### src/hw/soc_bus_pkg.sv
package soc_bus_pkg;

    typedef logic [31:0] word_t;
    typedef logic [31:0] addr_t;
    typedef logic [3:0]  be_t;
    typedef logic [11:0] offset_t;   // byte offset inside a target window

    typedef struct packed {
        addr_t addr;
        word_t wrdata;
        be_t   be;
        logic  read;
        logic  write;
    } bus_req_t;

    typedef struct packed {
        offset_t offset;
        word_t   wrdata;
        be_t     be;
        logic    read;
        logic    write;
    } target_req_t;

    typedef enum logic {
        RAM_IDLE,
        RAM_DONE
    } ram_state_e;

    // address map
    localparam addr_t RAM_BASE      = 32'h0000_0000;
    localparam addr_t GPIO_BASE     = 32'h1000_0000;
    localparam addr_t TIMER_BASE    = 32'h1000_0100;
    localparam int    RAM_WORDS     = 1024;
    localparam int    RAM_IDX_W     = $clog2(RAM_WORDS);
    localparam addr_t RAM_WINDOW    = addr_t'(RAM_WORDS * 4);
    localparam addr_t PERIPH_WINDOW = 32'h0000_0100;

    localparam offset_t GPIO_OUT_OFS    = 12'h000;
    localparam offset_t GPIO_IN_OFS     = 12'h004;
    localparam offset_t TMR_COUNT_OFS   = 12'h000;
    localparam offset_t TMR_COMPARE_OFS = 12'h004;
    localparam offset_t TMR_CTRL_OFS    = 12'h008;

    localparam int TMR_EN_BIT   = 0;
    localparam int TMR_PEND_BIT = 1;

    // replace only the enabled byte lanes of cur
    function automatic word_t merge_be(input word_t cur, input word_t wr, input be_t be);
        word_t res;
        res = cur;
        for (int b = 0; b < $bits(be_t); b++) begin
            if (be[b]) begin
                res[8*b +: 8] = wr[8*b +: 8];
            end
        end
        return res;
    endfunction

endpackage

### src/hw/tick_timer.sv
module tick_timer (
    input  logic                     clk,
    input  logic                     rst_n,
    input  soc_bus_pkg::target_req_t req_i,
    output soc_bus_pkg::word_t       rdata_o,
    input  logic                     tick_i,
    output logic                     irq_o
);

    soc_bus_pkg::word_t count_q;
    soc_bus_pkg::word_t compare_q;
    soc_bus_pkg::word_t count_inc;
    soc_bus_pkg::word_t ctrl_word;
    logic               en_q;
    logic               pend_q;
    logic               wr_count;
    logic               wr_compare;
    logic               wr_ctrl;
    logic               tick_fire;

    assign wr_count   = req_i.write && (req_i.offset == soc_bus_pkg::TMR_COUNT_OFS);
    assign wr_compare = req_i.write && (req_i.offset == soc_bus_pkg::TMR_COMPARE_OFS);
    assign wr_ctrl    = req_i.write && (req_i.offset == soc_bus_pkg::TMR_CTRL_OFS);

    assign count_inc = count_q + 32'd1;
    assign tick_fire = tick_i && en_q && !wr_count;   // bus write wins over tick

    always_ff @(posedge clk or negedge rst_n) begin
        if (!rst_n) begin
            count_q   <= '0;
            compare_q <= '0;
            en_q      <= 1'b0;
            pend_q    <= 1'b0;
        end else begin
            if (wr_count) begin
                count_q <= soc_bus_pkg::merge_be(count_q, req_i.wrdata, req_i.be);
            end else if (tick_fire) begin
                count_q <= count_inc;
            end

            if (wr_compare) begin
                compare_q <= soc_bus_pkg::merge_be(compare_q, req_i.wrdata, req_i.be);
            end

            if (wr_ctrl) begin
                en_q <= req_i.wrdata[soc_bus_pkg::TMR_EN_BIT];
            end

            // a new match beats a clear in the same cycle
            if (tick_fire && (count_inc == compare_q)) begin
                pend_q <= 1'b1;
            end else if (wr_ctrl && req_i.wrdata[soc_bus_pkg::TMR_PEND_BIT]) begin
                pend_q <= 1'b0;   // write one to clear
            end
        end
    end

    assign irq_o = pend_q;

    always_comb begin
        ctrl_word                           = '0;
        ctrl_word[soc_bus_pkg::TMR_EN_BIT]   = en_q;
        ctrl_word[soc_bus_pkg::TMR_PEND_BIT] = pend_q;
    end

    always_comb begin
        rdata_o = '0;
        if (req_i.read) begin
            case (req_i.offset)
                soc_bus_pkg::TMR_COUNT_OFS:   rdata_o = count_q;
                soc_bus_pkg::TMR_COMPARE_OFS: rdata_o = compare_q;
                soc_bus_pkg::TMR_CTRL_OFS:    rdata_o = ctrl_word;
                default:                      rdata_o = '0;
            endcase
        end
    end

endmodule

### config.mk
export PLATFORM = sky130hd
export DESIGN_NAME = tick_timer
export DESIGN_NICKNAME = d
export VERILOG_FILES = /design/src/hw/soc_bus_pkg.sv /design/src/hw/tick_timer.sv
export SDC_FILE = /design/constraint.sdc
export NUM_CORES = 1
export LEC_CHECK = 0
export ABC_CLOCK_PERIOD_IN_PS = 4160
export BUFFER_PORTS_ARGS = -buffer_cell sky130_fd_sc_hd__buf_4
export CORE_MARGIN = 3
export CORE_UTILIZATION = 40
export CTS_BUF_LIST = sky130_fd_sc_hd__clkbuf_8
export CTS_CLUSTER_SIZE = 10
export DETAILED_ROUTE_END_ITERATION = 8
export PLACE_DENSITY = 0.62
export SLEW_MARGIN = 20
export SYNTH_ARGS = -nofsm -noshare
export SYNTH_HDL_FRONTEND = slang
export SYNTH_SLANG_ARGS = --single-unit
### constraint.sdc
create_clock -name clk -period 4.16 [get_ports clk]
set_clock_uncertainty 0.2 [all_clocks]
set_input_delay 0.416 -clock clk [delete_from_list [all_inputs] [get_ports clk]]
set_output_delay 0.416 -clock clk [all_outputs]
set_load 0.005 [all_outputs]
==> results by group <==
Run status
  • Status: finished, violations left
  • Violated checks: hold timing

Yosys
  • Async SR Flop Fraction: 1.000
  • Distinct cells, synth: 63
  • Syn_nets: 631
  • Post-Syn Area: 4916 sq um
  • Mapped Cells: 577
  • Post-synthesis sequential area ratio: 0.3360
  • Yosys warning count: 0
  • Yosys reg bits: 66
  • EDFF count, synth: 0
  • Synthesized area per cell: 8.520 sq um
  • Synth Flop Type: dfrtp_1

Global route
  • First-pass GRT wire length: 23290 um
  • Grt ovf: 0
  • Largest net degree at the start of global routing: 67
  • Initial antenna violation count: 0
  • Gr usage total: 0.2192
  • Vias in the first global route: 4472

Placed design
  • DP Worst Slack: 0.6018 ns
  • Post-Place Cells: 776
  • IO Port Bufs: 85
  • Global placement routability congestion: 0.8729
  • HPWL after DPL: 10420 um
  • Placement Cell Area: 5597 sq um

Finish
  • Most common cell after layout, fill and taps aside: nor2_1
  • Layout area overhead: 16.95%
  • Filler Cells Inserted: 1133
  • Antenna cells: 0
  • Post-route insts no fill: 790
  • Layout cells sized above 1: 0.2427
  • Layout Utilization: 0.4909
  • Post-route cell area: 5749 sq um
  • Nets: 698
  • Area of the multi-input gates: 3034 sq um
  • Total area of sequential cells: 1652 sq um
  • Most frequent cells in the layout: nor2_1 (97), buf_4 (92), dfrtp_1 (66), nand2_1 (46), a21oi_1 (38)

Drt
  • Starting DRC count in detailed routing: 312
  • Mean number of vias per cell: 5.819
  • Via count: 4597
  • Final ANT Viol Nets: 0
  • DRC violation count after routing: 0
  • Final WL: 14160 um
  • Initial DRT Pass Iterations: 5
  • DR WL/cell: 17.92 um

Floorplanning
  • Core area: 11710 sq um
  • Die height: 116.9 um
  • Initial core utilization: 0.4198
  • Die Area: 13660 sq um
  • I/O pins: 86
  • Row count: 39
  • Die Wd: 116.9 um

Power and ir drop
  • Leakage: 2.503 nW
  • Worst VDD drop: 0.1844 mV
  • Final Power: 1.207 mW
  • Power per cell area: 209.9 nW/um^2

Timing
  • Slew HR: 0.3305
  • Pins Over Slew Limit: 0
  • Max Freq: 0.2794 GHz
  • Crit path time final: 3.579 ns
  • RSZ-0062 raised after global routing: no
  • Setup ws final: 0.5813 ns
  • Slew of the pin with the lowest slew margin: 1.004 ns
  • Setup Viol. Count Final: 0
  • Endpoints failing hold: 33
  • Setup TNS: 0 ns
  • Worst hold slack: -0.04209 ns
  • Tcrit/Tclk final: 0.8603

Min path
  • Hold Crit Class: input pin to asynchronous set/reset pin

Worst setup path
  • Critical Path RT: 4.24 ns
  • Nature of the critical path endpoint: register
  • Critical Path Source Type: register
  • WS Path Type: register to register
  • Worst reg-to-reg setup slack: 0.58 ns
  • Worst-path fanout max: 8
  • WP data arrival: 3.66 ns

Clock tree
  • CTS tree: yes
  • Clock Tree Buf Depth: 2
  • Post-CTS Setup Bufs: 0
  • Cts hold-fix bufs: 0
  • Clk_lat worst skew: 0.36 ns
  • Resized Gates After CTS: 0
  • CTS Buf Count: 9
  • Clock sinks: 66
  • CTS H-Tree Depth: 3
  • Clock Pin Slew Worst Setup and Hold Paths: 0.07 ns
  • Clk root buf: clkbuf_8

Flow run
  • Max-cap violations: 0
## path summary, 6_finish.rpt
kind	from	end	depth (start not counted)
min in group clk	req_i[33]	count_q[27]	2
worst min register to register	compare_q[30]	compare_q[30]	1
worst max register to register	count_q[0]	irq_o	9
max in group asynchronous	rst_n	compare_q[8]	1
worst max-delay path	count_q[0]	irq_o	9
worst min-delay path	rst_n	count_q[9]	1
## critical path, cell delays in order, from the launching register on
cell and delay [ns]:
dfrtp_1 0.51, ha_1 0.33, nand3_1 0.22, or2_2 0.42, nor3_1 0.39, xnor2_1 0.17
nand4_1 0.09, or4_1 0.51, or4_1 0.51, o21ai_1 0.13
## where the power goes
part	leakage [nW]	internal, mW	switching (mW)
clock	0.0932	0.217	0.238
combinational	1.51	0.0491	0.0506
sequential	0.895	0.645	0.00674
## state kept, by name, indices dropped and copies added (netlist names)
register	flops
compare_q	32
irq_o	1
en_q	1
count_q	32
## per-layer routing
layer	track usage	up-vias	part of all wire
met3	0.04165	25	0.060
met4	0.07569	0	0.020
met1	0.3038	2198	0.46
met2	0.3440	176	0.46
met5	0	-	0
li1	-	2198	-
## cell type report
class,instances,share of cell area
flip-flops and latches,66,0.2873
clock buffers,10,0.02394
multi-input cells,464,0.5277
well taps,143,0.03112
clock inverters,4,0.002612
inverters,11,0.007182
repair buffers,92,0.1201
## kinds of logic after synthesis
logic type / after synthesis / synth area share
muxes: 66 / 0.1428
buffers and inverters: 47 / 0.04938
adders and majority gates: 2 / 0.004581
and+or+nand+nor: 232 / 0.2331
DFF: 66 / 0.3360
xor gates and xnor gates: 45 / 0.08017
AOI/OAI and AO/OA: 119 / 0.1540
## cells in the mapped netlist, drive strengths merged, types with 2 or more instances
cell     instances  area share
nand2           46       0.035
o21ai           28       0.029
nand3           26       0.027
a211oi           5      0.0087
clkbuf          22       0.021
xnor2           35       0.062
xor2            10       0.018
or3              3      0.0038
o211ai           3      0.0046
nand4           13       0.023
nor3            12       0.013
a31oi            8       0.010
and4             3      0.0056
o221a            3      0.0069
inv             11      0.0084
nor2            98       0.076
o21a             2      0.0031
nor4             8       0.018
o311ai           2      0.0036
buf             14       0.020
o22ai           13       0.017
a21oi           38       0.039
or2              5      0.0064
or4              3      0.0046
a2111oi          3      0.0092
nor3b            3      0.0046
nor2b            4      0.0051
and3             6      0.0079
dfrtp           66        0.34
mux2i           33       0.067
a21o             2      0.0031
o22a             2      0.0036
o211a            2      0.0041
mux2            33       0.076
Note: power is estimated with default switching activity, not from simulation.
