File: src/hw/soc_bus_pkg.sv
package soc_bus_pkg;

    typedef logic [31:0] word_t;
    typedef logic [31:0] addr_t;
    typedef logic [3:0]  be_t;
    typedef logic [11:0] offset_t;   // byte offset inside a target window

    typedef struct packed {
        addr_t addr;
        word_t wrdata;
        be_t   be;
        logic  read;
        logic  write;
    } bus_req_t;

    typedef struct packed {
        offset_t offset;
        word_t   wrdata;
        be_t     be;
        logic    read;
        logic    write;
    } target_req_t;

    typedef enum logic {
        RAM_IDLE,
        RAM_DONE
    } ram_state_e;

    // address map
    localparam addr_t RAM_BASE      = 32'h0000_0000;
    localparam addr_t GPIO_BASE     = 32'h1000_0000;
    localparam addr_t TIMER_BASE    = 32'h1000_0100;
    localparam int    RAM_WORDS     = 1024;
    localparam int    RAM_IDX_W     = $clog2(RAM_WORDS);
    localparam addr_t RAM_WINDOW    = addr_t'(RAM_WORDS * 4);
    localparam addr_t PERIPH_WINDOW = 32'h0000_0100;

    localparam offset_t GPIO_OUT_OFS    = 12'h000;
    localparam offset_t GPIO_IN_OFS     = 12'h004;
    localparam offset_t TMR_COUNT_OFS   = 12'h000;
    localparam offset_t TMR_COMPARE_OFS = 12'h004;
    localparam offset_t TMR_CTRL_OFS    = 12'h008;

    localparam int TMR_EN_BIT   = 0;
    localparam int TMR_PEND_BIT = 1;

    // replace only the enabled byte lanes of cur
    function automatic word_t merge_be(input word_t cur, input word_t wr, input be_t be);
        word_t res;
        res = cur;
        for (int b = 0; b < $bits(be_t); b++) begin
            if (be[b]) begin
                res[8*b +: 8] = wr[8*b +: 8];
            end
        end
        return res;
    endfunction

endpackage

File: src/hw/gpio_regs.sv
module gpio_regs (
    input  logic                     clk,
    input  logic                     rst_n,
    input  soc_bus_pkg::target_req_t req_i,
    output soc_bus_pkg::word_t       rdata_o,
    input  soc_bus_pkg::word_t       gpio_i,
    output soc_bus_pkg::word_t       gpio_o
);

    soc_bus_pkg::word_t out_q;
    soc_bus_pkg::word_t sync_q;
    soc_bus_pkg::word_t in_q;
    logic               wr_out;

    assign wr_out = req_i.write && (req_i.offset == soc_bus_pkg::GPIO_OUT_OFS);

    always_ff @(posedge clk or negedge rst_n) begin
        if (!rst_n) begin
            out_q  <= '0;
            sync_q <= '0;
            in_q   <= '0;
        end else begin
            sync_q <= gpio_i;   // first stage, may go metastable
            in_q   <= sync_q;
            if (wr_out) begin
                out_q <= soc_bus_pkg::merge_be(out_q, req_i.wrdata, req_i.be);
            end
        end
    end

    assign gpio_o = out_q;

    always_comb begin
        rdata_o = '0;
        if (req_i.read) begin
            case (req_i.offset)
                soc_bus_pkg::GPIO_OUT_OFS: rdata_o = out_q;
                soc_bus_pkg::GPIO_IN_OFS:  rdata_o = in_q;
                default:                   rdata_o = '0;
            endcase
        end
    end

endmodule

File: config.mk
export PLATFORM = sky130hd
export DESIGN_NAME = gpio_regs
export DESIGN_NICKNAME = d
export VERILOG_FILES = /design/src/hw/soc_bus_pkg.sv /design/src/hw/gpio_regs.sv
export SDC_FILE = /design/constraint.sdc
export NUM_CORES = 1
export LEC_CHECK = 0
export BUFFER_PORTS_ARGS = -buffer_cell sky130_fd_sc_hd__buf_2
export CORE_MARGIN = 3
export CORE_UTILIZATION = 47
export DETAILED_ROUTE_END_ITERATION = 10
export GPL_TIMING_DRIVEN = 0
export HOLD_SLACK_MARGIN = 0.1
export PLACE_DENSITY = 0.79
export SLEW_MARGIN = 20
export SYNTH_ARGS = -nofsm -noshare
export SYNTH_HDL_FRONTEND = slang
export SYNTH_SLANG_ARGS = --single-unit
File: constraint.sdc
create_clock -name clk -period 2 [get_ports clk]
set_input_delay 0.1 -clock clk [delete_from_list [all_inputs] [get_ports clk]]
set_output_delay 0.1 -clock clk [all_outputs]
set_load 0.05 [all_outputs]
==> flow_summary.ini, run 1 <==
[drt]
antenna_left = 0
firstDrtPassIters = 4
routed_wirelength_um = 10200
drc_errors = 0
via_per_inst = 4.85
first_iter_violations = 85
vias = 2649
wire_per_inst_um = 18.7

[global_routing]
grt_pass1_vias = 2922
antenna_found_initial = 0
grt_util_all_layers = 0.234
grt-ovfl-total = 0
grt_max_degree = 51
grt_first_pass_wirelength_um = 15000

[timing]
hold_viol = 0
slew_headroom = 0.467
max_freq_mhz = 485
fin_crit_ps = 2060
fin_crit_sh = 1.03
finalSetupViolCount = 30
maxSlewViolCount = 0
fin_ws_ps = -62.2
tightest_slew_ps = 799
finalClockSkew_ps = 9.84
rsz0062_at_grt = yes

[yosys]
synth.distinct_cells = 14
ys_seq_elements = 96
yosysWarnings = 0
synth_fp_nets = 300
avgSynthCellArea_sq_um = 16.1
synth_seq_area_share = 0.692
synth_area_sq_um = 3470
syn_inst = 216

[setup_path]
crit_path_end_kind = output port
max_stage_delay_ps = 700
crit_path_top_delay_cell = or4_4
r2r_start = gpio_o[21]$_DFFE_PN0P_
cp.arrival_ps = 1960
cp-startpoint = req_i[44]
start_kind = primary input
cp_max_fo = 8
path_cells = buf_6 > or4_4 > or4_4 > clkbuf_16 > nor2_4 > buf_8
cpMostUsedCell = or4_4
required_ps = 1900
crit_type = in2out

[pwr]
switching_share = 0.231
p_clk_frac = 0.339
vdd_drop_max_mv = 0.571
power_w = 0.00357
combPwrFrac = 0.094
power_per_cell_area_nw_per_um2 = 615
power_leakage_nw = 2.85
netSwitchingPower_w = 0.000824
pwr-share-seq = 0.568
p_int_w = 0.00274

[finish]
layout-drive-gt1-share = 0.541
fin_area_sq_um = 5800
area_growth_pct = 67.1
nets = 528
fillCellCount = 376
final-instance-count-excl-fill = 546

[hold_path]
hp-class = in2async

[clock_tree]
cts.path.max_buffers = 2
cts_sinks = 96
clk_pin_slew_ps = 100
clkLatencyLatePin_ps = 350
numCtsBuffers = 9
cts_tree = done
htreeDepth = 3
root_buffer = clkbuf_8

[floorplan]
fp.coreArea_sq_um = 6980
die_h_um = 91.9
die_area_sq_um = 8450
num_io_pins = 148
die_w_um = 91.9
start_util = 0.497
rows = 30

[place]
place_congestion = 0.806
hpwl_um = 5370
portBuffers = 146
place_inst = 459
dpl-instance-area_sq_um = 4540

[flow_run]
maxCapViolCount = 0

[run_status]
failed_checks = negative setup slack
status = complete, but fails checks
==> repair_timing <==
item	CTS	global route
pin swaps	5	28
endpoints found under the hold margin	160	0
endpoints found under the setup margin	32	31
gates resized for setup	80	18
hold buffers	65	0
setup buffers	1	4
cloned	0	3
==> cells by family after synthesis <==
group | share of synthesized area
flops | 0.692
mux | 0.196
simple gates | 0.0876
buf+inv | 0.0241
==> per-stage QoR <==
stage | hold WS (ps) | setup WS [ps] | TNS (ps) | utilization
after global routing | 256 | -82.8 | -1690 | 0.830
after global placement | 208 | -234 | -10770 | 0.646
after floorplan | -196 | -180 | -490 | -
after detailed placement | 59.5 | -240 | -10300 | 0.651
after CTS | 244 | -37.6 | -754 | 0.808
final | 226 | -62.2 | -785 | 0.831
==> cell type report <==
cell class                      instances  area (sq um)  area share
Multi-Input combinational cell        108          1180       0.204
Clock inverter                          4          27.5     0.00475
Buffer                                  8          78.8      0.0136
Sequential cell                        96          2400       0.414
Antenna cell                            1          2.50    0.000431
Tap cell                               96           120      0.0207
Clock buffer                           12           165      0.0285
Inverter                                1          3.75    0.000647
Timing Repair Buffer                  220          1820       0.314
==> power groups by stage <==
stage	Combinational [W]	Clock, W	Sequential, W
6_report	0.000334	0.00121	0.00203
5_1_grt	0.000362	0.00130	0.00203
4_1_cts	0.000322	0.00122	0.00202
3_5_place_dp	0.000220	0	0.00206
3_3_place_gp	0.000206	0	0.00206
2_1_floorplan	0.0000803	0	0.00206
==> cells in the final DEF (no fill, tap or decap), drive strengths merged <==
cell type    instances
buf                153
clkbuf              22
clkinv               1
clkinvlp             3
dfrtp               96
diode                1
dlygate4sd3         65
inv                  1
mux2                32
mux2i               32
nand3b               4
nor2                32
nor4                 4
or3                  1
or4                  3
==> sequential cells by signal, summed over array words and instances, names as in the netlist <==
signal,flops
in_q,32
gpio_o,32
sync_q,32
==> routing by layer <==
metal | up-vias | GRT usage | wire length (um)
li1 | 1191 | - | -
met1 | 1336 | 0.253 | 3630
met2 | 103 | 0.431 | 5800
met3 | 19 | 0.0591 | 596
met4 | 0 | 0.100 | 211
met5 | - | 0 | 0
==> worst max-delay path, delay by kind of cell <==
kind	cells	cell delay, ps
buffers and inverters	3	480
and+or+nand+nor	3	1380
==> cells in the mapped netlist <==
master / instances / area share
inv_1: 1 / 0.0011
nor2_1: 19 / 0.021
dfrtp_1: 96 / 0.69
clkbuf_1: 5 / 0.0054
nor4_4: 4 / 0.025
mux2_2: 32 / 0.10
buf_2: 1 / 0.0014
or4_1: 1 / 0.0022
mux2i_1: 32 / 0.092
or3_1: 1 / 0.0018
nand3b_1: 4 / 0.0087
nor2_2: 13 / 0.023
buf_6: 5 / 0.016
or4_4: 2 / 0.0065
==> worst paths after layout <==
kind | to | slack (ps) | cells past startpoint
max | rdata_o[9] | -60 | 6
min reg2reg | in_q[21]$_DFF_PN0_ | 350 | 0
min in group clk | gpio_o[16]$_DFFE_PN0P_ | 300 | 4
max in group asynchronous | sync_q[30]$_DFF_PN0_ | 1180 | 3
max reg2reg | gpio_o[21]$_DFFE_PN0P_ | 1180 | 1
min | sync_q[17]$_DFF_PN0_ | 230 | 2
(Power assumes the default switching activity.)
==> run 2, diff against run 1 <==
CORE_UTILIZATION = 37   (was 47)
PLACE_DENSITY = not set   (was 0.79)
SETUP_SLACK_MARGIN = 0.02   (was not set)
==> flow_summary.ini, run 2 (synthesized netlist as in run 1, its figures left out) <==
[run_status]
status = finished clean

[setup_path]
max_stage_delay_ps = 550
critPathTopFamily = simple AND/OR/NAND/NOR gates
crit_buf_inv = 4
start_kind = primary input
crit_type = in2out
crit_path_end_kind = output port
cpMostUsedCell = or4_4
cp.arrival_ps = 1870
cp_max_fo = 8
path_cells = buf_6 > or4_4 > or4_4 > buf_12 > clkbuf_16 > nor2_4 > buf_8
crit_path_top_delay_cell = or4_4
required_ps = 1900

[finish]
antenna_cells = 0
fillCellCount = 664
fin_area_sq_um = 5810
area_growth_pct = 67.3
layout-drive-gt1-share = 0.540
final_cell_mix = 113 x buf_2, 96 x dfrtp_1, 65 x dlygate4sd3_1
nets = 525
mostFrequentLayoutCell = buf_2

[drt]
firstDrtPassIters = 4
drc_errors = 0
wire_per_inst_um = 15.7
via_per_inst = 4.61
vias = 2552
first_iter_violations = 51
antenna_left = 0
routed_wirelength_um = 8690

[clock_tree]
cts.path.max_buffers = 2
cts_tree = done
clk_pin_slew_ps = 90
clkLatencyLatePin_ps = 350
cts_sinks = 96
htreeDepth = 3
numCtsBuffers = 9
root_buffer = clkbuf_8

[global_routing]
grt_pass1_vias = 2722
grt_first_pass_wirelength_um = 13500
grt-ovfl-total = 0
grt_max_degree = 79
antenna_found_initial = 0
grt_util_all_layers = 0.169

[timing]
setup_tns_ps = 0
finalSetupViolCount = 0
fin_crit_ps = 1970
max_freq_mhz = 507
rsz0062_at_grt = yes
tightest_slew_ps = 750
hold_viol = 0
finalClockSkew_ps = 10.2
slew_headroom = 0.500
whs_ps = 159
maxSlewViolCount = 0
fin_crit_sh = 0.987

[floorplan]
num_io_pins = 148
die_h_um = 103
rows = 34
die_area_sq_um = 10600
die_w_um = 103
fp.coreArea_sq_um = 8930
start_util = 0.389

[place]
portBuffers = 146
place_congestion = 0.693
dpl-instance-area_sq_um = 4560
hpwl_um = 5460

[pwr]
power_leakage_nw = 2.86
power_per_cell_area_nw_per_um2 = 615
vdd_drop_max_mv = 0.433
power_w = 0.00357

[hold_path]
hp-class = in2async

[flow_run]
maxCapViolCount = 0
## run 2: changes by cell type in the layout (fill, tap and decap cells not counted), moves of 2 or more
cell / previous run / this run
clkinvlp_4: 3 / 1
clkbuf_8: 12 / 9
buf_2: 111 / 113
clkbuf_2: 0 / 2
buf_6: 10 / 8
buf_4: 5 / 2
## run 2: through the flow
step | util | setup WS (ps) | std cells
floorplan | - | -180 | 216
global placement | 0.506 | -257 | 470
detailed placement | 0.510 | -254 | 471
CTS | 0.632 | -46.4 | 553
global route | 0.650 | -0.240 | 554
finish | 0.650 | 26.0 | 554
## run 2: area by class of cell
cell class,instances,area [sq um],share of cell area
timing repair buffer,217,1790,0.309
tap,108,135,0.0233
multi-input combinational,108,1180,0.203
clock inverter,5,56.3,0.00970
sequential,96,2400,0.414
clock buffer,11,131,0.0226
buffer,8,105,0.0181
inverter,1,3.75,0.000646
## run 2: worst paths after layout
check | startpoint | end | slack [ps] | cells past startpoint
min in group clk | req_i[5] | gpio_o[31]$_DFFE_PN0P_ | 300 | 4
hold reg to reg | sync_q[23]$_DFF_PN0_ | in_q[23]$_DFF_PN0_ | 350 | 0
setup / recovery | req_i[44] | rdata_o[4] | 30 | 7
max in group asynchronous | rst_n | in_q[12]$_DFF_PN0_ | 1210 | 3
hold / removal | rst_n | in_q[25]$_DFF_PN0_ | 160 | 2
setup reg to reg | gpio_o[10]$_DFFE_PN0P_ | gpio_o[10]$_DFFE_PN0P_ | 1210 | 1
## run 2: what timing repair did
item / 4_1_cts / 5_1_grt
hold endpoints to repair: 160 / 0
pin swaps: 1 / 25
setup endpoints to repair: 32 / 31
setup buffers: 2 / 0
cloned: 0 / 3
hold buffers: 65 / 0
gates resized for setup: 76 / 29
## run 2: report_power, final
part	internal, W	total [W]	switching (W)
Combinational	0.000182	0.000322	0.000140
Clock	0.000580	0.00122	0.000643
Sequential	0.00201	0.00202	0.0000171
Total	0.00277	0.00357	0.000801
## run 2: metal layers
layer / vias to the layer above / GRT usage / part of all wire
li1: 1183 / - / -
met1: 1255 / 0.206 / 0.41
met2: 99 / 0.289 / 0.51
met3: 15 / 0.0399 / 0.057
met4: 0 / 0.0687 / 0.022
met5: - / 0 / 0
