<file path="src/hw/soc_bus_pkg.sv">
package soc_bus_pkg;

    typedef logic [31:0] word_t;
    typedef logic [31:0] addr_t;
    typedef logic [3:0]  be_t;
    typedef logic [11:0] offset_t;   // byte offset inside a target window

    typedef struct packed {
        addr_t addr;
        word_t wrdata;
        be_t   be;
        logic  read;
        logic  write;
    } bus_req_t;

    typedef struct packed {
        offset_t offset;
        word_t   wrdata;
        be_t     be;
        logic    read;
        logic    write;
    } target_req_t;

    typedef enum logic {
        RAM_IDLE,
        RAM_DONE
    } ram_state_e;

    // address map
    localparam addr_t RAM_BASE      = 32'h0000_0000;
    localparam addr_t GPIO_BASE     = 32'h1000_0000;
    localparam addr_t TIMER_BASE    = 32'h1000_0100;
    localparam int    RAM_WORDS     = 1024;
    localparam int    RAM_IDX_W     = $clog2(RAM_WORDS);
    localparam addr_t RAM_WINDOW    = addr_t'(RAM_WORDS * 4);
    localparam addr_t PERIPH_WINDOW = 32'h0000_0100;

    localparam offset_t GPIO_OUT_OFS    = 12'h000;
    localparam offset_t GPIO_IN_OFS     = 12'h004;
    localparam offset_t TMR_COUNT_OFS   = 12'h000;
    localparam offset_t TMR_COMPARE_OFS = 12'h004;
    localparam offset_t TMR_CTRL_OFS    = 12'h008;

    localparam int TMR_EN_BIT   = 0;
    localparam int TMR_PEND_BIT = 1;

    // replace only the enabled byte lanes of cur
    function automatic word_t merge_be(input word_t cur, input word_t wr, input be_t be);
        word_t res;
        res = cur;
        for (int b = 0; b < $bits(be_t); b++) begin
            if (be[b]) begin
                res[8*b +: 8] = wr[8*b +: 8];
            end
        end
        return res;
    endfunction

endpackage

</file>
<file path="src/hw/dbus_decode.sv">
module dbus_decode (
    input  soc_bus_pkg::bus_req_t    req_i,

    output soc_bus_pkg::target_req_t ram_req_o,
    output soc_bus_pkg::target_req_t gpio_req_o,
    output soc_bus_pkg::target_req_t tmr_req_o,

    input  soc_bus_pkg::word_t       ram_rdata_i,
    input  soc_bus_pkg::word_t       gpio_rdata_i,
    input  soc_bus_pkg::word_t       tmr_rdata_i,
    input  logic                     ram_stall_i,

    output soc_bus_pkg::word_t       rddata_o,
    output logic                     stall_o
);

    soc_bus_pkg::addr_t ram_rel;
    soc_bus_pkg::addr_t gpio_rel;
    soc_bus_pkg::addr_t tmr_rel;
    logic               ram_hit;
    logic               gpio_hit;
    logic               tmr_hit;

    // build the request a target sees, strobes only when selected
    function automatic soc_bus_pkg::target_req_t route(
        input soc_bus_pkg::bus_req_t req,
        input soc_bus_pkg::addr_t    rel,
        input logic                  hit
    );
        soc_bus_pkg::target_req_t t;
        t.offset = rel[$bits(soc_bus_pkg::offset_t)-1:0];
        t.wrdata = req.wrdata;
        t.be     = req.be;
        t.read   = req.read & hit;
        t.write  = req.write & hit;
        return t;
    endfunction

    // offsets relative to each base, wraps high when below it
    assign ram_rel  = req_i.addr - soc_bus_pkg::RAM_BASE;
    assign gpio_rel = req_i.addr - soc_bus_pkg::GPIO_BASE;
    assign tmr_rel  = req_i.addr - soc_bus_pkg::TIMER_BASE;

    assign ram_hit  = ram_rel < soc_bus_pkg::RAM_WINDOW;
    assign gpio_hit = gpio_rel < soc_bus_pkg::PERIPH_WINDOW;
    assign tmr_hit  = tmr_rel < soc_bus_pkg::PERIPH_WINDOW;

    assign ram_req_o  = route(req_i, ram_rel, ram_hit);
    assign gpio_req_o = route(req_i, gpio_rel, gpio_hit);
    assign tmr_req_o  = route(req_i, tmr_rel, tmr_hit);

    always_comb begin
        rddata_o = '0;   // unmapped reads as zero
        stall_o  = 1'b0;
        if (ram_hit) begin
            rddata_o = ram_rdata_i;
            stall_o  = ram_stall_i;
        end else if (gpio_hit) begin
            rddata_o = gpio_rdata_i;
        end else if (tmr_hit) begin
            rddata_o = tmr_rdata_i;
        end
    end

endmodule

</file>
<file path="config.mk">
export PLATFORM = sky130hd
export DESIGN_NAME = dbus_decode
export DESIGN_NICKNAME = d
export VERILOG_FILES = /design/src/hw/soc_bus_pkg.sv /design/src/hw/dbus_decode.sv
export SDC_FILE = /design/constraint.sdc
export NUM_CORES = 1
export LEC_CHECK = 0
export ABC_AREA = 1
export ABC_CLOCK_PERIOD_IN_PS = 1800
export BUFFER_PORTS_ARGS = -buffer_cell sky130_fd_sc_hd__buf_4
export CAP_MARGIN = 20
export CORE_AREA = 5 5 134 136
export DETAILED_ROUTE_END_ITERATION = 16
export DIE_AREA = 0 0 139 141
export SLEW_MARGIN = 0
export SYNTH_ARGS = -nofsm -noshare
export SYNTH_HDL_FRONTEND = slang
export SYNTH_SLANG_ARGS = --single-unit
</file>
<file path="constraint.sdc">
create_clock -name vclk -period 1.8
set_input_delay 0.09 -clock vclk [all_inputs]
set_output_delay 0.09 -clock vclk [all_outputs]
set_load 0.02 [all_outputs]
</file>
==> impl_metrics.yaml, run 1 <==
sta:
  max_slew.worst_pin.slew_ns: 0.3527
  slew_violations: 0
  rsz0062_at_grt: "yes"
  finalHoldViolCount: 0
  max_slew_margin_pct: 76.48
  finalWorstSetupSlack_ns: -0.2800
  finalCriticalPeriod_ns: 2.080
  finalSetupViolCount: 34
  fmax_ghz: 0.4808
  whs_ns: 0.1800
  final.period_utilization_pct: 115.6
final_layout:
  drive_gt1_share_pct: 57.89
  final_cell_mix: "buf_4 (218), nand2_1 (91), inv_1 (60), nor2_1 (60), buf_6 (38)"
  final_common_cell: "buf_4"
  n_clock_buffer: 0
  num-fill-cells: 1837
  area_delta_synth_final_pct: 56.86
  num-nets-final: 855
  diodes: 0
  instances_no_fill: 909
  seq_cell_count: 0
  register_area_um2: 0
status:
  violations: "negative setup slack"
  outcome: "complete, but fails checks"
critical_path:
  startpoint_type: "input pin"
  critPathKind: "in2out"
  end_kind: "output pin"
  arrival_ns: 1.99
  crit_fanout: 13
  required_ns: 1.71
synth:
  synthCells: 572
  synthesis.area_mm2: 0.003431
  syn_area_per_cell_um2: 5.998
  yosysSeqAreaShare_pct: 0
  yosysUniqueCellTypes: 33
  syn_nets: 741
  yosys_warnings: 0
die:
  fp.coreArea_mm2: 0.01682
  num_rows: 48
  die_h_um: 141
  pin_count: 350
  dieArea_mm2: 0.01960
  start_util_pct: 20.40
  die_x_um: 139
grt:
  grt.overflow.total: 0
  antenna_found_initial: 0
  grt_util_all_layers_pct: 11.96
  grt_pass1_wl_mm: 19.55
  grt_pass1_vias: 3740
  grt_max_degree: 25
placed_design:
  place_hpwl_mm: 10.51
  dp_cells: 896
  dp_slack_ns: -0.3526
  numPortBuffers: 174
  gp_congestion: 0.8715
job:
  max_cap_viol_count: 0
detailed_routing:
  wire_per_inst_um: 14.25
  vias: 3753
  via_per_inst: 4.129
  drtIter0Drc: 155
  wl_mm: 12.96
  ant_nets: 0
  detail_route.first_pass.iterations: 4
  route.detailed.drc: 0
power:
  vdd_ir_drop_max_mv: 0.1085
  leakage_nw: 2.511
  p_per_area_mw_per_mm2: 114.7
hold_path:
  holdCritPathClass: "in2out"
timing repair:
item                                    4_1_cts  5_1_grt
cloned                                        2        3
gates resized for setup                      40       48
hold endpoints to repair                      0        0
pin swaps                                     4       16
endpoints found under the setup margin       37       39
setup buffers                                 5        3
hold buffers                                  0        0
where the power goes:
part / leakage (nW) / switching [W] / internal (W)
Clock: 0 / 0 / 0
Combinational: 2.51 / 0.000267 / 0.000350
Sequential: 0 / 0 / 0
cells by family after synthesis:
kind of cell	Yosys count	synth area share (%)
compound gates	73	14.19
simple gates	266	41.58
buf+inv	226	42.23
fa+ha+maj	2	0.7293
xor+xnor	5	1.276
cell type report:
| cell class | instances | area (um2) | area share [%] |
|---|---|---|---|
| inverter | 67 | 257.7 | 4.790 |
| multi-input combinational | 346 | 2452 | 45.57 |
| tap | 225 | 281.5 | 5.231 |
| timing repair buffer | 271 | 2390 | 44.41 |
worst paths after layout:
kind,start,endpoint,cells past startpoint
worst max-delay path,req_i[46],rddata_o[31],15
worst min-delay path,req_i[11],gpio_req_o[11],0
per-stage QoR:
stage	TNS [ns]	utilization, %	area, um2	power [W]
floorplan	-1.943	-	3706	0.0006279
CTS	-8.539	30.24	5085	0.0005960
finish	-8.346	32.00	5381	0.0006171
detailed placement	-10.62	28.63	4815	0.0005708
global route	-13.49	32.00	5381	0.0006753
global placement	-8.911	28.63	4815	0.0005681
Yosys cell counts:
cell / instances / share of area [%]
nand3_4: 1 / 0.51
nand2_2: 6 / 1.1
xor2_1: 4 / 1.0
nand3_2: 31 / 9.0
o21a_1: 1 / 0.22
buf_6: 3 / 0.98
nand2_1: 95 / 10
o21ai_0: 5 / 0.73
nor2_1: 71 / 7.8
nand3_1: 24 / 3.5
a21oi_2: 30 / 7.7
nor4_4: 1 / 0.62
nand2_4: 1 / 0.33
nand2b_1: 1 / 0.18
nor2_4: 10 / 3.3
nor2_2: 9 / 1.6
buf_2: 3 / 0.44
o21ai_1: 1 / 0.15
inv_2: 3 / 0.33
xnor2_1: 1 / 0.26
nand4_1: 10 / 1.8
nor3_1: 4 / 0.58
buf_12: 3 / 1.8
nor2_8: 1 / 0.58
inv_1: 63 / 6.9
ha_1: 2 / 0.73
clkinv_1: 1 / 0.11
clkbuf_1: 10 / 1.1
o21ai_2: 1 / 0.26
o211ai_1: 1 / 0.22
a21oi_1: 34 / 5.0
nand3b_1: 1 / 0.22
buf_4: 140 / 31
critical path, cell delays in order:
cell and delay, ns:
buf_8 0.08, clkinvlp_4 0.09, ha_4 0.18, buf_12 0.12, xor2_4 0.14, nand2b_4 0.13
nor2_1 0.08, nand3_1 0.10, nor2_1 0.15, nand2_2 0.10, nor2_8 0.16, buf_12 0.19
nand3_2 0.10, a21oi_2 0.15, buf_6 0.13
metal layers:
| metal | global-route usage, % | up-vias | part of all wire (%) |
|---|---|---|---|
| li1 | - | 1887 | - |
| met1 | 14.10 | 1638 | 39 |
| met2 | 20.46 | 201 | 49 |
| met3 | 5.088 | 27 | 9.3 |
| met4 | 2.369 | 0 | 2.4 |
| met5 | 0 | - | 0 |
No activity file was read; power rests on OpenSTA's default activity.
==> run 2: changes to the inputs <==
MAX_ROUTING_LAYER = met4   (was default)
==> impl_metrics.yaml, run 2 (same netlist as run 1, synthesis figures left out) <==
status:
  outcome: "complete, but fails checks"
  violations: "negative setup slack"
final_layout:
  diodes: 0
  fin_util_pct: 32.00
  area_delta_synth_final_pct: 56.86
  register_area_um2: 0
  seq_cell_count: 0
  n_clock_buffer: 0
  final_common_cell: "buf_4"
  drive_gt1_share_pct: 57.89
  num-nets-final: 855
  final_cell_mix: "buf_4 (218), nand2_1 (91), inv_1 (60), nor2_1 (60), buf_6 (38)"
power:
  swShare_pct: 43.27
  seq_power_share_pct: 0
  power_frac_clock_pct: 0
  p_int_w: 0.0003503
  switchingPower_w: 0.0002672
  comb_power_share_pct: 100.0
  leakage_nw: 2.511
  p_per_area_mw_per_mm2: 114.8
  vdd_ir_drop_max_mv: 0.1088
grt:
  grt.overflow.total: 0
  grt_max_degree: 25
  grt_pass1_vias: 3747
  grt_util_all_layers_pct: 12.30
  antenna_found_initial: 0
  grt_pass1_wl_mm: 19.49
sta:
  finalSetupTns_ns: -8.396
  max_slew.worst_pin.slew_ns: 0.3226
  finalSetupViolCount: 34
  max_slew_margin_pct: 78.49
  finalHoldViolCount: 0
  fmax_ghz: 0.4803
  final.period_utilization_pct: 115.7
  finalWorstSetupSlack_ns: -0.2818
  slew_violations: 0
  finalCriticalPeriod_ns: 2.082
  rsz0062_at_grt: "yes"
critical_path:
  arrival_ns: 1.99
  critPathKind: "in2out"
  crit_fanout: 13
  startpoint_type: "input pin"
  required_ns: 1.71
  end_kind: "output pin"
hold_path:
  holdCritPathClass: "in2out"
job:
  max_cap_viol_count: 0
die:
  dieArea_mm2: 0.01960
  num_rows: 48
  fp.coreArea_mm2: 0.01682
  pin_count: 350
  start_util_pct: 20.40
  die_h_um: 141
  die_x_um: 139
placed_design:
  numPortBuffers: 174
  place_hpwl_mm: 10.51
  gp_congestion: 0.8857
detailed_routing:
  vias: 3748
  detail_route.first_pass.iterations: 4
  route.detailed.drc: 0
  wire_per_inst_um: 14.29
  via_per_inst: 4.123
  ant_nets: 0
  wl_mm: 12.99
  drtIter0Drc: 152
clock_tree:
  ctsHoldBuffers: 0
run 2: critical path, cell delays in order:
cell	delay, ns
buf_8	0.07
clkinvlp_4	0.09
ha_4	0.18
buf_12	0.12
xor2_4	0.14
nand2b_4	0.13
nor2_1	0.08
nand3_1	0.10
nor2_1	0.15
nand2_2	0.10
nor2_8	0.16
buf_12	0.19
nand3_2	0.10
a21oi_2	0.15
buf_6	0.13
run 2: stage by stage:
stage | hold slack (ns) | worst slack (ns) | instance area [um2] | power, W | std cells
finish | 0.1800 | -0.2818 | 5381 | 0.0006176 | 909
global route | 0.1801 | -0.4322 | 5381 | 0.0006751 | 909
CTS | 0.1803 | -0.2875 | 5085 | 0.0005960 | 903
detailed placement | 0.1803 | -0.3526 | 4815 | 0.0005708 | 896
global placement | 0.1803 | -0.2970 | 4815 | 0.0005681 | 896
floorplan | 0.2616 | -0.06916 | 3706 | 0.0006279 | 572
run 2: what timing repair did:
action / 4_1_cts / 5_1_grt
gates resized for setup: 40 / 48
setup buffers: 5 / 3
gates cloned: 2 / 3
setup endpoints to repair: 37 / 39
pin swaps: 4 / 16
run 2: path summary, 6_finish.rpt:
path,end,from,cells past startpoint,slack (ns)
worst max-delay path,rddata_o[31],req_i[46],15,-0.28
worst min-delay path,gpio_req_o[11],req_i[11],0,0.18
run 2: routing by layer:
layer	track usage (%)	share of wire, %
met1	14.33	41
met2	20.43	49
met3	4.681	8.2
met4	2.369	2.3
met5	-	0
run 2: power groups by stage:
stage          Combinational (W)  Sequential (W)  Clock, W
2_1_floorplan           0.000628               0         0
3_3_place_gp            0.000568               0         0
3_5_place_dp            0.000571               0         0
4_1_cts                 0.000596               0         0
5_1_grt                 0.000675               0         0
6_report                0.000618               0         0
run 2: layout make-up:
cell class                      instances  area [um2]
Tap cell                              225       281.5
Fill cell                            1837       11430
Timing Repair Buffer                  271        2390
Multi-Input combinational cell        346        2452
Inverter                               67       257.7
==> run 3: changes to the inputs <==
ABC_AREA = default   (was 1)
CORE_AREA = 5 5 132 134   (was 5 5 134 136)
DIE_AREA = 0 0 137 139   (was 0 0 139 141)
==> impl_metrics.yaml, run 3 <==
sta:
  finalCriticalPeriod_ns: 2.406
  rsz0062_at_grt: "yes"
  final.period_utilization_pct: 133.7
  max_slew_margin_pct: 60.08
  finalHoldViolCount: 0
  fmax_ghz: 0.4156
  max_slew.worst_pin.slew_ns: 0.5974
  finalWorstSetupSlack_ns: -0.6060
  slew_violations: 0
  finalSetupViolCount: 39
synth:
  yosys_warnings: 0
  yosysUniqueCellTypes: 38
  synthCells: 314
  synth_area_leader_cell: "buf_4"
  synth.area.top_cells: "buf_4 (50%), a22oi_1 (11%), o21ai_1 (7.1%), nand2_1 (6.5%), buf_6 (3.2%)"
  syn_nets: 483
  synth_common_cells: "buf_4 (140), nand2_1 (37), a22oi_1 (32)"
  yosys.area.top_type_share_pct: 49.56
  yosysSeqAreaShare_pct: 0
  syn_area_per_cell_um2: 6.754
  synthesis.area_mm2: 0.002121
  yosysMostFrequentCell: "buf_4"
placed_design:
  place_area_mm2: 0.003082
  dp_cells: 595
  gp_congestion: 0.7557
  numPortBuffers: 174
  place_hpwl_mm: 7.668
  dp_slack_ns: -0.6639
power:
  vdd_ir_drop_max_mv: 0.07611
  leakage_nw: 1.681
  p_per_area_mw_per_mm2: 115.4
  power.total_w: 0.0004146
grt:
  antenna_found_initial: 0
  grt.overflow.total: 0
  grt_util_all_layers_pct: 9.272
  grt_pass1_vias: 2433
  grt_pass1_wl_mm: 13.63
  grt_max_degree: 28
critical_path:
  critPathKind: "in2out"
  arrival_ns: 2.32
  crit_top_cell: "buf_6"
  required_ns: 1.71
  end_kind: "output pin"
  slowest_stage: "or4_4"
  path_cells: "buf_6, or4_4, or4b_4, or3_1, nand4_1, nand4b_4, buf_12, buf_16, o21ai_2, buf_6"
  cpLargestDelayFamily: "simple AND/OR/NAND/NOR gates"
  slowest_delay_ns: 0.53
  startpoint_type: "input pin"
  crit_fanout: 7
  cp_num_buf_inv: 4
die:
  die_x_um: 137
  die_h_um: 139
  num_rows: 47
  dieArea_mm2: 0.01904
  start_util_pct: 13.11
  pin_count: 350
  fp.coreArea_mm2: 0.01617
detailed_routing:
  wire_per_inst_um: 17.29
  via_per_inst: 3.888
  route.detailed.drc: 0
  wl_mm: 10.49
  vias: 2360
  ant_nets: 0
  drtIter0Drc: 60
  detail_route.first_pass.iterations: 4
final_layout:
  area_delta_synth_final_pct: 69.44
  num-fill-cells: 1763
  final_cell_mix: "buf_4 (174), buf_6 (41), nand2_1 (32)"
  num-nets-final: 558
  seq_cell_count: 0
  drive_gt1_share_pct: 75.19
  design_area_mm2: 0.003593
  n_clock_buffer: 0
  instances_no_fill: 607
  diodes: 0
  final_common_cell: "buf_4"
  register_area_um2: 0
  fin_util_pct: 22.22
hold_path:
  holdPathEnd: "gpio_req_o[24]"
  hold_path.startpoint: "req_i[24]"
  whs_path_depth: 0
  holdCritPathClass: "in2out"
job:
  max_cap_viol_count: 0
status:
  violations: "negative setup slack"
  outcome: "complete, but fails checks"
run 3: cell count changes in the layout (fill, tap and decap cells not counted), moves of 22 or more:
cell / change
buf_4: -44
nand3_2: -24
nand2_1: -59
o21ai_2: +22
a21oi_4: -30
a22oi_1: +24
nor2_1: -55
a21oi_1: -31
inv_1: -54
run 3: cells by family (layout without fill, tap and decap cells):
group / count (synthesis) / after routing / share of synthesized area, %
buffers and inverters: 160 / 232 / 55.57
xor gates and xnor gates: 3 / 3 / 1.239
and+or+nand+nor: 76 / 77 / 20.00
AOI/OAI and AO/OA: 73 / 73 / 22.01
adders and majority gates: 2 / 2 / 1.180
run 3: repair_timing:
action                                  4_1_cts  5_1_grt
gates cloned                                  3        4
setup buffers                                 4        2
resized for setup                            57       16
pin swaps                                     9        8
hold buffers                                  0        0
endpoints found under the setup margin       39       39
run 3: per-stage QoR:
step | setup TNS (ns) | hold WS, ns
2_1_floorplan | -13.17 | 0.2664
3_3_place_gp | -20.76 | 0.1803
3_5_place_dp | -22.38 | 0.1803
4_1_cts | -20.47 | 0.1803
5_1_grt | -22.94 | 0.1801
6_report | -20.29 | 0.1800
run 3: layout make-up:
type | instances | area (um2) | area share (%)
inverter | 6 | 22.52 | 0.6267
multi-input combinational | 155 | 1272 | 35.41
tap | 220 | 275.3 | 7.660
timing repair buffer | 226 | 2023 | 56.30
run 3: worst max path at each step:
stage                          from           end  cells past startpoint
after floorplan           req_i[64]  rddata_o[10]                      7
after global placement    req_i[64]  rddata_o[31]                      9
after detailed placement  req_i[64]  rddata_o[31]                      9
after CTS                 req_i[64]  rddata_o[31]                      9
after global routing      req_i[64]   rddata_o[1]                     10
final                     req_i[64]   rddata_o[2]                     10
run 3: layer usage:
layer | wire length, um | vias up | share of wire, % | GRT usage (%)
met1 | 4003 | 1045 | 38 | 10.41
met4 | 291 | 0 | 2.8 | 2.416
met2 | 5074 | 180 | 48 | 15.90
met3 | 1123 | 38 | 11 | 2.794
li1 | - | 1097 | - | -
met5 | 0 | - | 0 | -
run 3: power by group:
| part | switching, W | total [W] | internal, W |
|---|---|---|---|
| sequential | 0 | 0 | 0 |
| clock | 0 | 0 | 0 |
| combinational | 0.000158 | 0.000415 | 0.000257 |
| total | 0.000158 | 0.000415 | 0.000257 |
